### src/design/sr_pkg.sv
`default_nettype none

package sr_pkg;

    localparam int data_width   = 8;
    localparam int in_channels  = 3;
    localparam int kernel_taps  = 9;
    localparam int out_channels = 3;

    // Term t = tap * in_channels + input channel
    localparam int num_terms    = kernel_taps * in_channels;

    // Lane 1 pads its last step with a zero term
    localparam int lane_steps   = (num_terms + 1) / 2;

    // Holds 27 * 128 * 255 plus bias with room to spare
    localparam int acc_width    = 22;

    typedef logic [data_width-1:0] sample_t;

    typedef sample_t [num_terms-1:0] window_t;

    typedef sample_t [out_channels-1:0] pixel_t;

    typedef logic signed [acc_width-1:0] acc_t;

    typedef struct packed {
        logic                         is_bias;
        logic [1:0]                   out_ch;
        logic [4:0]                   term;
        logic signed [data_width-1:0] value;
    } coef_weight_t;

    typedef struct packed {
        logic                         is_bias;
        logic [1:0]                   out_ch;
        logic [4:0]                   unused;
        logic signed [data_width-1:0] value;
    } coef_bias_t;

    // is_bias picks the view
    typedef union packed {
        coef_weight_t weight;
        coef_bias_t   bias;
    } coef_word_u;

endpackage

`default_nettype wire

### src/design/lane_if.sv
`default_nettype none

interface lane_if;

    import sr_pkg::*;

    logic       start;
    logic [1:0] out_ch;
    acc_t       partial;
    logic       partial_valid;

    modport lane (
        input  start,
        output out_ch,
        output partial,
        output partial_valid
    );

    modport combiner (
        output start,
        input  out_ch,
        input  partial,
        input  partial_valid
    );

endinterface

`default_nettype wire

### src/design/window_buffer.sv
`default_nettype none

module window_buffer #(
    parameter int IN_DEPTH = 2
) (
    input  logic            clk,
    input  logic            rst_n,
    input  logic            window_valid,
    input  sr_pkg::window_t window,
    output sr_pkg::window_t head,
    output logic            nonempty,
    input  logic            pop,
    output logic            window_credit
);

    import sr_pkg::*;

    localparam int ptr_w = (IN_DEPTH > 1) ? $clog2(IN_DEPTH) : 1;
    localparam int cnt_w = $clog2(IN_DEPTH + 1);
    localparam logic [ptr_w-1:0] last_slot = ptr_w'(IN_DEPTH - 1);

    window_t          slots [IN_DEPTH];
    logic [ptr_w-1:0] wr_ptr;
    logic [ptr_w-1:0] rd_ptr;
    logic [cnt_w-1:0] count;

    function automatic logic [ptr_w-1:0] next_ptr(input logic [ptr_w-1:0] p);
        if (p == last_slot) begin
            return '0;
        end
        return p + ptr_w'(1);
    endfunction

    // Source only sends while holding a credit, so a push never finds it full
    always_ff @(posedge clk) begin
        if (window_valid) begin
            slots[wr_ptr] <= window;
        end
    end

    always_ff @(posedge clk or negedge rst_n) begin
        if (!rst_n) begin
            wr_ptr <= '0;
            rd_ptr <= '0;
            count  <= '0;
        end else begin
            if (window_valid) begin
                wr_ptr <= next_ptr(wr_ptr);
            end
            if (pop) begin
                rd_ptr <= next_ptr(rd_ptr);
            end
            count <= count + cnt_w'(window_valid) - cnt_w'(pop);
        end
    end

    assign head     = slots[rd_ptr];
    assign nonempty = (count != '0);

    // One credit back per retired window
    assign window_credit = pop;

endmodule

`default_nettype wire

### src/design/mac_lane.sv
`default_nettype none

module mac_lane #(
    parameter int LANE = 0
) (
    input  logic               clk,
    input  logic               rst_n,
    input  logic               coef_valid,
    input  sr_pkg::coef_word_u coef_word,
    input  sr_pkg::window_t    head,
    lane_if.lane               lane
);

    import sr_pkg::*;

    localparam logic       lane_bit  = 1'(LANE);
    localparam logic [3:0] last_step = 4'(lane_steps - 1);
    localparam logic [1:0] last_ch   = 2'(out_channels - 1);

    logic signed [data_width-1:0] weights [out_channels][lane_steps];

    coef_weight_t                 wr;
    logic                         running;
    logic [3:0]                   step;
    logic [1:0]                   ch;
    acc_t                         acc;
    logic [4:0]                   term_idx;
    sample_t                      sample;
    logic signed [data_width-1:0] weight;
    acc_t                         term_prod;

    assign wr = coef_word.weight;

    // Only this lane's parity is kept, packed at term / 2
    always_ff @(posedge clk) begin
        if (coef_valid && !wr.is_bias && (wr.term[0] == lane_bit) &&
            (wr.term < 5'(num_terms)) && (wr.out_ch < 2'(out_channels))) begin
            weights[wr.out_ch][wr.term[4:1]] <= wr.value;
        end
    end

    assign term_idx = {step, lane_bit};

    // Padding term 27 has no sample and no stored weight
    always_comb begin
        if (term_idx < 5'(num_terms)) begin
            sample = head[term_idx];
            weight = weights[ch][step];
        end else begin
            sample = '0;
            weight = '0;
        end
    end

    // Signed weight times unsigned sample
    assign term_prod = weight * $signed({1'b0, sample});

    always_ff @(posedge clk or negedge rst_n) begin
        if (!rst_n) begin
            running <= 1'b0;
            step    <= '0;
            ch      <= '0;
            acc     <= '0;
        end else if (lane.start) begin
            running <= 1'b1;
            step    <= '0;
            ch      <= '0;
            acc     <= '0;
        end else if (running) begin
            if (step == last_step) begin
                step <= '0;
                acc  <= '0;
                if (ch == last_ch) begin
                    running <= 1'b0;
                end else begin
                    ch <= ch + 2'd1;
                end
            end else begin
                step <= step + 4'd1;
                acc  <= acc + term_prod;
            end
        end
    end

    // Last step's product folds in here rather than in acc
    assign lane.partial       = acc + term_prod;
    assign lane.partial_valid = running && (step == last_step);
    assign lane.out_ch        = ch;

endmodule

`default_nettype wire

### src/design/pixel_combiner.sv
`default_nettype none

module pixel_combiner #(
    parameter int OUT_CREDITS = 2
) (
    input  logic               clk,
    input  logic               rst_n,
    input  logic               coef_valid,
    input  sr_pkg::coef_word_u coef_word,
    input  logic               nonempty,
    output logic               pop,
    lane_if.combiner           even,
    lane_if.combiner           odd,
    output logic               pixel_valid,
    output sr_pkg::pixel_t     pixel,
    input  logic               pixel_credit
);

    import sr_pkg::*;

    localparam int cred_w = $clog2(OUT_CREDITS + 1);
    localparam logic [1:0] last_ch = 2'(out_channels - 1);

    logic signed [data_width-1:0] bias [out_channels];

    coef_bias_t        bw;
    logic              busy;
    logic              launch;
    logic              can_start;
    logic [cred_w-1:0] credits;
    logic              lanes_valid;
    logic [1:0]        ch;
    acc_t              sum;
    sample_t           clamped;

    assign bw = coef_word.bias;

    always_ff @(posedge clk) begin
        if (coef_valid && bw.is_bias && (bw.out_ch < 2'(out_channels))) begin
            bias[bw.out_ch] <= bw.value;
        end
    end

    // One window in flight, and only with a pixel credit in hand
    assign can_start = !busy && nonempty && (credits != '0);

    always_ff @(posedge clk or negedge rst_n) begin
        if (!rst_n) begin
            busy        <= 1'b0;
            launch      <= 1'b0;
            pixel_valid <= 1'b0;
            credits     <= cred_w'(OUT_CREDITS);
        end else begin
            launch <= can_start;
            if (can_start) begin
                busy <= 1'b1;
            end else if (pixel_valid) begin
                busy <= 1'b0;
            end
            pixel_valid <= lanes_valid && (ch == last_ch);
            credits     <= credits - cred_w'(pixel_valid) + cred_w'(pixel_credit);
        end
    end

    assign even.start = launch;
    assign odd.start  = launch;

    // Both lanes finish a channel together
    assign lanes_valid = even.partial_valid && odd.partial_valid &&
                         (even.out_ch == odd.out_ch);
    assign ch          = even.out_ch;

    assign sum = even.partial + odd.partial + bias[ch];

    always_comb begin
        if (sum[acc_width-1]) begin
            clamped = '0;
        end else if (sum > acc_t'(255)) begin
            clamped = 8'hff;
        end else begin
            clamped = sum[data_width-1:0];
        end
    end

    always_ff @(posedge clk) begin
        if (lanes_valid) begin
            pixel[ch] <= clamped;
        end
    end

    // Window retires with its pixel
    assign pop = pixel_valid;

endmodule

`default_nettype wire

### src/design/sr_conv_top.sv
`default_nettype none

module sr_conv_top #(
    parameter int IN_DEPTH    = 2,
    parameter int OUT_CREDITS = 2
) (
    input  logic               clk,
    input  logic               rst_n,
    input  logic               window_valid,
    input  sr_pkg::window_t    window,
    output logic               window_credit,
    input  logic               coef_valid,
    input  sr_pkg::coef_word_u coef_word,
    output logic               pixel_valid,
    output sr_pkg::pixel_t     pixel,
    input  logic               pixel_credit
);

    import sr_pkg::*;

    window_t head;
    logic    nonempty;
    logic    pop;

    lane_if lane_even ();
    lane_if lane_odd ();

    window_buffer #(
        .IN_DEPTH (IN_DEPTH)
    ) u_window_buffer (
        .clk           (clk),
        .rst_n         (rst_n),
        .window_valid  (window_valid),
        .window        (window),
        .head          (head),
        .nonempty      (nonempty),
        .pop           (pop),
        .window_credit (window_credit)
    );

    // Even terms
    mac_lane #(
        .LANE (0)
    ) u_lane_even (
        .clk        (clk),
        .rst_n      (rst_n),
        .coef_valid (coef_valid),
        .coef_word  (coef_word),
        .head       (head),
        .lane       (lane_even)
    );

    // Odd terms
    mac_lane #(
        .LANE (1)
    ) u_lane_odd (
        .clk        (clk),
        .rst_n      (rst_n),
        .coef_valid (coef_valid),
        .coef_word  (coef_word),
        .head       (head),
        .lane       (lane_odd)
    );

    pixel_combiner #(
        .OUT_CREDITS (OUT_CREDITS)
    ) u_pixel_combiner (
        .clk          (clk),
        .rst_n        (rst_n),
        .coef_valid   (coef_valid),
        .coef_word    (coef_word),
        .nonempty     (nonempty),
        .pop          (pop),
        .even         (lane_even),
        .odd          (lane_odd),
        .pixel_valid  (pixel_valid),
        .pixel        (pixel),
        .pixel_credit (pixel_credit)
    );

endmodule

`default_nettype wire

### config.mk
export PLATFORM = sky130hd
export DESIGN_NAME = sr_conv_top
export DESIGN_NICKNAME = d
export VERILOG_FILES = /design/src/design/sr_pkg.sv /design/src/design/lane_if.sv /design/src/design/window_buffer.sv /design/src/design/mac_lane.sv /design/src/design/pixel_combiner.sv /design/src/design/sr_conv_top.sv
export SDC_FILE = /design/constraint.sdc
export NUM_CORES = 2
export LEC_CHECK = 0
export ABC_AREA = 1
export BUFFER_PORTS_ARGS = -buffer_cell sky130_fd_sc_hd__buf_2
export CAP_MARGIN = 15
export CORE_MARGIN = 2
export CORE_UTILIZATION = 50
export DETAILED_ROUTE_END_ITERATION = 10
export GPL_TIMING_DRIVEN = 1
export PLACE_DENSITY = 0.7
export SYNTH_ARGS = -nofsm -noshare
export SYNTH_HDL_FRONTEND = slang
export SYNTH_SLANG_ARGS = --single-unit
### constraint.sdc
create_clock -name clk -period 9.9 [get_ports clk]
set_input_delay 1.485 -clock clk [delete_from_list [all_inputs] [get_ports clk]]
set_output_delay 1.485 -clock clk [all_outputs]
set_load 0.05 [all_outputs]
# [After elaboration in Yosys (flattened, before gate mapping)]
# Memories as Yosys holds them, arrays and structs flattened.
# Index checks and enable logic that the tools add are counted.
[op_classes] addsub=14 multipliers=2 n_lt_le_gt_ge=13 eq_ne=7 muxes=67 bitwise_logic=4 reduce_logical=29
[op_table] op="112-bit two-way mux" n=2
[op_table] op="22-bit two-way mux" n=6
[op_table] op="8-bit binary-select mux with 4-bit select" n=4
[op_table] op="8-bit two-way mux" n=14
[op_table] op="22-bit adder" n=3
[op_table] op="8-bit by 9-bit multiplier with 17-bit output" n=2
[op_table] op="8-bit demux with 4-bit select" n=1
[op_table] op="24-bit bitwise mux" n=1
[op_table] op="1-bit two-way mux" n=24
[op_table] op="4-bit two-way mux" n=6
[op_table] op="22-bit by 8-bit adder with 22-bit output" n=1
[op_table] op="22-bit by 9-bit > comparator with 1-bit output (second input constant)" n=1
[op_table] op="1-bit logical AND" n=18
[op_table] op="8-bit demux with 2-bit select" n=1
[op_table] op="2-bit two-way mux" n=8
[op_table] op="5-bit >= comparator (second input constant)" n=3
[op_table] op="5-bit < comparator (second input constant)" n=3
[op_table] op="4-bit inverter with 5-bit output" n=3
[op_table] op="2-bit nonzero test" n=7
[op_table] op="5-bit by 6-bit < comparator with 1-bit output (second input constant)" n=2
[op_table] op="4-bit by 1-bit adder with 4-bit output (second input constant)" n=2
[op_table] op="4-bit equality test (second input constant)" n=2
[op_table] op="3-bit AND reduction" n=2
[op_table] op="5-bit by 1-bit < comparator with 1-bit output (second input constant)" n=1
[op_table] op="other kinds (12)" n=19
[word_totals] reg_bits=91 ram_bits=1128 inputBits=237 out_inout_bits=26 elab_cells=158 mem_count=4
[memory_table] memory="u_window_buffer.slots" depth=2 word_bits=216 read_ports=1 rd_ports_with_merged_regs=0 wr=1 line_no="window_buffer.sv:22" text="window_t slots [IN_DEPTH];"
[memory_table] memory="u_lane_even.weights" depth=3 word_bits=112 read_ports=1 rd_ports_with_merged_regs=0 wr=1 line_no="mac_lane.sv:20" text="logic signed [data_width-1:0] weights [out_channels][lane_steps];"
[memory_table] memory="u_lane_odd.weights" depth=3 word_bits=112 read_ports=1 rd_ports_with_merged_regs=0 wr=1 line_no="mac_lane.sv:20"
[memory_table] memory="u_pixel_combiner.bias" depth=3 word_bits=8 read_ports=1 rd_ports_with_merged_regs=0 wr=1 line_no="pixel_combiner.sv:24" text="logic signed [data_width-1:0] bias [out_channels];"

# [Logic depth before layout (Yosys ltp)]
[logic_depth] word_depth=13 ltp_mapped=53 ltp_nobuf=50

# [Cells and area by module]
# A second synthesis with hierarchy kept.
[hier_totals] cells_unflattened=5199 hier_area_um2=58432.3
[by_module_without_submodules] mod="mac_lane (u_lane_even)" n_inst=1 cells_per_inst=1862 area_each_um2=19271.0 seq_area_each_um2=10815.4
[by_module_without_submodules] mod="mac_lane (u_lane_odd)" n_inst=1 cells_per_inst=1749 area_each_um2=18895.6 seq_area_each_um2=10815.4
[by_module_without_submodules] mod="window_buffer" n_inst=1 cells_per_inst=1153 area_each_um2=16298.1 seq_area_each_um2=13072.5
[by_module_without_submodules] mod="pixel_combiner" n_inst=1 cells_per_inst=435 area_each_um2=3967.6 seq_area_each_um2=1567.8

# [Worst setup path before layout]
# OpenSTA, ideal clock, no wires.
[synth_path] path_type="input port to flip-flop" start="input window_valid" end="memory u_window_buffer.slots[0][0] (netlist bit) (enable)" setup_ps=802 t_arrival_ps=10550 required_time_ps=9098 slack_ps=-1452 path_stages=2 path_buffers=0 cell_sequence="inv_1 nor2_1"
[synth_between] elab_chain_cells=2
[synth_lines] item="start, declared" line_no="sr_conv_top.sv:9" text="input logic window_valid,"
[synth_lines] item="1-bit two-way mux" line_no="window_buffer.sv:36" text="if (window_valid) begin"
[synth_lines] item="1-bit two-way mux (not written as such)" line_no="window_buffer.sv:37" text="slots[wr_ptr] <= window;"
[synth_lines] item="end, declared" line_no="window_buffer.sv:22"
# Every way passes these cells.

# [Worst setup path in the final report]
[layout_path] start="register u_lane_even.step[1]" end="register u_pixel_combiner.pixel[20] (netlist bit), data pin"
[layout_between] elab_chain_cells=13 elab_cells_between_ends=17 cone_classes="add/sub: 3; mul: 1; order compare: 2; mux: 10; bitwise: 1"
[layout_lines] item="start, declared" line_no="mac_lane.sv:24" text="logic [3:0] step;"
[layout_lines] item="start signal, assigned" line_no="mac_lane.sv:79" text="step <= step + 4'd1;"
[layout_lines] item="4-bit inverter with 5-bit output (not written as such)" line_no="mac_lane.sv:48" text="weight = weights[ch][step];"
[layout_lines] item="8-bit binary-select mux with 4-bit select" line_no="mac_lane.sv:48"
[layout_lines] item="8-bit two-way mux (not written as such) (2 in series)" line_no="mac_lane.sv:48"
[layout_lines] item="8-bit two-way mux" line_no="mac_lane.sv:46" text="if (term_idx < 5'(num_terms)) begin"
[layout_lines] item="8-bit by 9-bit multiplier with 17-bit output (*)" line_no="mac_lane.sv:56" text="assign term_prod = weight * $signed({1'b0, sample});"
[layout_lines] item="22-bit adder (*)" line_no="mac_lane.sv:86" text="assign lane.partial = acc + term_prod;"
[layout_lines] item="22-bit adder (*)" line_no="pixel_combiner.sv:73" text="assign sum = even.partial + odd.partial + bias[ch];"
[layout_lines] item="22-bit by 8-bit adder with 22-bit output (*)" line_no="pixel_combiner.sv:73"
[layout_lines] item="22-bit by 9-bit > comparator with 1-bit output" line_no="pixel_combiner.sv:78" text="end else if (sum > acc_t'(255)) begin"
[layout_lines] item="8-bit two-way mux" line_no="pixel_combiner.sv:78"
[layout_lines] item="8-bit two-way mux (*)" line_no="pixel_combiner.sv:76" text="if (sum[acc_width-1]) begin"
[layout_lines] item="named net u_pixel_combiner.clamped[4]" line_no="pixel_combiner.sv:34" text="sample_t clamped;"
[layout_lines] item="24-bit bitwise mux (*)" line_no="pixel_combiner.sv:87" text="pixel[ch] <= clamped;"
[layout_lines] item="end signal, assigned by index" line_no="pixel_combiner.sv:87"
[layout_lines] item="end, declared" line_no="pixel_combiner.sv:15" text="output sr_pkg::pixel_t pixel,"
# The timed path passes the listed nets; every way through them passes the cells marked *. The select of a mux whose other input is x is not followed.
# A chain may end at the register's enable or synchronous reset.

==> impl_metrics.ini <==
[place]
place.gp.congestion = 0.950
place.detailed.hpwl_um = 101000
place_ws_ns = 0.0646
portBuffers = 262
placedCellCount = 6539

[routing]
route.detailed.drc = 0
drt_iter0_drc = 5184
drt_wl_total_um = 157000
post_drt_wl_per_cell_um = 23.1
route.antenna.remaining_nets = 0
route.vias.total = 40000
first_pass_iters = 9
vias_per_cell = 5.87

[synthesis]
synth-seq-cells = 1219
post_synthesis_instance_area_mm2 = 0.0565
synth-edff-count = 1152
ys_seq_area_frac = 0.642
postSynthAreaPerCell_um2 = 11.6
async_reset_ff_frac = 0.0550
yosys_warnings = 0
yosysUniqueCellTypes = 69
synth_cells = 4857
postSynth.topFlopCell = sky130_fd_sc_hd__edfxtp_1

[critical_path]
worst_ep_arrival_time_ns = 9.93
worst_setup_path_end_kind = flop
slowest_delay_ns = 0.54
worst_path_most_repeated_cell = sky130_fd_sc_hd__fa_1
timing.critical_path.fanout_max = 15
crit_required_ns = 10.38
timing_worst_setup_path_type = flop to flop
cp_slowest_cell = sky130_fd_sc_hd__fa_1
start_kind = flop

[clocking]
clk_root_buffer_cell = sky130_fd_sc_hd__clkbuf_16
clkLatencyLatePin_ns = 0.74
cts.sink_count = 1219
cts_tree = done
worst_setup_hold_path_clk_slew_ns = 0.06
clock_path_buffers = 3
cts_htree_levels = 3
cts_made_buffers = 119

[finish]
layout.cells.non_filler = 6803
drive_above_1_share = 0.144
final.fill_count = 9075
register_area_mm2 = 0.0363
area_growth_synth_to_finish_pct = 14.8
fin_util = 0.577
final_net_count = 5698
multiInputGateArea_mm2 = 0.0185

[global_route]
grt_overflow = 0
number_of_global_route_vias_before_repair = 37600
antenna_found_initial = 32
maximum_number_of_pins_on_one_net_before_global_route_repair = 142
grt_use_total = 0.258
grt_first_pass_wirelength_um = 228000

[timing]
whs_ns = 0.493
report.final.hold_viol_count = 0
tightest_pin_transition_ns = 1.13
slew_viol_final = 0
final.min_clock_period_ns = 9.45
worst_slack_ns = 0.452
max-slew-margin-rel = 0.248
clock-skew-final_ns = 0.0717
achievable-frequency_mhz = 106
finalSetupViolCount = 0
fin_crit_sh = 0.954

[floorplan]
floorplan_core_area_mm2 = 0.112
placementRows = 123
ios = 263
initial_utilization = 0.503
die_h_um = 340
floorplan.die_area_mm2 = 0.116
die-width_um = 340

[job]
drv.max_cap_violation_count = 0

[hold_path]
hold_path_class = flop to flop

[outcome]
status = complete, no violations
-- stage by stage --
| step | setup TNS [ns] | area, µm² |
|---|---|---|
| finish | 0 | 64900 |
| global route | -0.728 | 64800 |
| CTS | 0 | 63700 |
| detailed placement | 0 | 60000 |
| global placement | 0 | 60000 |
| floorplan | 0 | 56600 |
-- cell type report --
type,instances,share of cell area
flip-flops and latches,1219,0.560
multi-input cells,3150,0.286
repair buffers,434,0.0505
clock buffers,146,0.0480
well taps,1500,0.0289
inverters,273,0.0169
clock inverters,72,0.00972
repair inverters,2,0.000347
diodes,7,0.000270
-- worst max-delay path, delay by kind of cell, from the launching register on --
kind | cells | cell delay [ns]
and+or+nand+nor | 15 | 2.78
buffers and inverters | 6 | 0.82
AOI/OAI and AO/OA | 7 | 1.24
adders and majority gates | 8 | 3.42
DFF | 1 | 0.34
xor gates and xnor gates | 2 | 0.60
-- cell families after synthesis --
family | count (synthesis) | synth area share
AO/OA/AOI/OAI | 1057 | 0.109
AND/OR/NAND/NOR | 1720 | 0.123
buffers and inverters | 511 | 0.0406
adder cells (fa/ha/maj) | 262 | 0.0711
multiplexers | 7 | 0.00124
flip-flops | 1219 | 0.642
XOR/XNOR | 80 | 0.0124
other | 1 | 0.0000664
-- placed cells by master, fill, tap and decap left out, types with 25 or more instances in the layout --
cell,n
sky130_fd_sc_hd__clkbuf_16,130
sky130_fd_sc_hd__o21ai_0,446
sky130_fd_sc_hd__inv_1,253
sky130_fd_sc_hd__o221ai_1,33
sky130_fd_sc_hd__xnor2_1,33
sky130_fd_sc_hd__nand3_1,167
sky130_fd_sc_hd__a21oi_1,204
sky130_fd_sc_hd__buf_4,122
sky130_fd_sc_hd__o211ai_1,58
sky130_fd_sc_hd__xor2_1,40
sky130_fd_sc_hd__buf_2,261
sky130_fd_sc_hd__nor2_1,715
sky130_fd_sc_hd__fa_1,98
sky130_fd_sc_hd__o22ai_1,134
sky130_fd_sc_hd__dfrtp_1,58
sky130_fd_sc_hd__ha_1,155
sky130_fd_sc_hd__clkbuf_1,25
sky130_fd_sc_hd__nand2_1,708
sky130_fd_sc_hd__edfxtp_1,1152
sky130_fd_sc_hd__o21ai_1,39
sky130_fd_sc_hd__clkinv_1,29
-- synth_stat cells (16+ instances only) --
library cell	instances	area, µm²
sky130_fd_sc_hd__nand3_1	177	886
sky130_fd_sc_hd__nand4_1	22	138
sky130_fd_sc_hd__edfxtp_1	1152	34600
sky130_fd_sc_hd__fa_1	98	1960
sky130_fd_sc_hd__xnor2_1	34	298
sky130_fd_sc_hd__nor3_1	32	160
sky130_fd_sc_hd__buf_4	30	225
sky130_fd_sc_hd__a21oi_1	215	1080
sky130_fd_sc_hd__ha_1	164	2050
sky130_fd_sc_hd__o211ai_1	58	435
sky130_fd_sc_hd__a31oi_1	22	138
sky130_fd_sc_hd__dfrtp_1	66	1650
sky130_fd_sc_hd__o22ai_1	135	845
sky130_fd_sc_hd__xor2_1	46	403
sky130_fd_sc_hd__clkbuf_1	72	270
sky130_fd_sc_hd__buf_2	110	551
sky130_fd_sc_hd__o21ai_1	16	80.1
sky130_fd_sc_hd__inv_1	256	961
sky130_fd_sc_hd__o21ai_0	469	2350
sky130_fd_sc_hd__nor2_1	725	2720
sky130_fd_sc_hd__a22o_1	23	201
sky130_fd_sc_hd__nand2_1	715	2680
sky130_fd_sc_hd__o221ai_1	33	289
-- sequential cells by signal, indices dropped and copies added, names as in the netlist --
| name | flops |
|---|---|
| u_lane_even.running | 1 |
| u_pixel_combiner.busy | 1 |
| u_lane_even.weights | 336 |
| u_window_buffer.slots | 432 |
| u_lane_odd.step | 4 |
| u_lane_even.acc | 22 |
| u_pixel_combiner.bias | 24 |
| u_pixel_combiner.even.start | 1 |
| u_lane_odd.acc | 22 |
| u_window_buffer.wr_ptr | 1 |
| u_lane_even.step | 4 |
| u_window_buffer.rd_ptr | 1 |
| u_pixel_combiner.credits | 2 |
| u_lane_odd.lane.out_ch | 2 |
| u_lane_odd.weights | 336 |
| u_lane_odd.running | 1 |
| u_pixel_combiner.pixel_valid | 1 |
| u_window_buffer.count | 2 |
| u_lane_even.lane.out_ch | 2 |
| u_pixel_combiner.pixel | 24 |
-- worst paths after layout --
path / startpoint / endpoint / slack [ns] / cells past startpoint
min in group asynchronous: rst_n / u_lane_odd.acc[16] / 0.93 / 1
max in group asynchronous: rst_n / u_lane_even.step[0] / 8.15 / 1
max reg2reg: u_lane_even.step[1] / u_pixel_combiner.pixel[20] / 0.45 / 38
min: u_lane_odd.acc[18] / u_lane_odd.acc[18] / 0.49 / 2
min reg2reg: u_lane_odd.acc[18] / u_lane_odd.acc[18] / 0.49 / 2
max: u_lane_even.step[1] / u_pixel_combiner.pixel[20] / 0.45 / 38
-- metal layers --
layer  up-vias  wire length, µm  track usage
met4        40             4300       0.0720
met2      2170            71400        0.397
met1     19400            64300        0.366
met5         -              264            0
met3       326            17000       0.0646
li1      18000                -            -
-- repair_timing --
item | 4_1_cts | 5_1_grt
buffers inserted | 0 | 25
gates resized for setup | 0 | 149
hold buffers | 0 | 0
setup endpoints to repair | 0 | 24
Power is left out: the tool's default activity adds up to more than one toggle a clock period on the data nets, which glitch-free logic cannot reach.
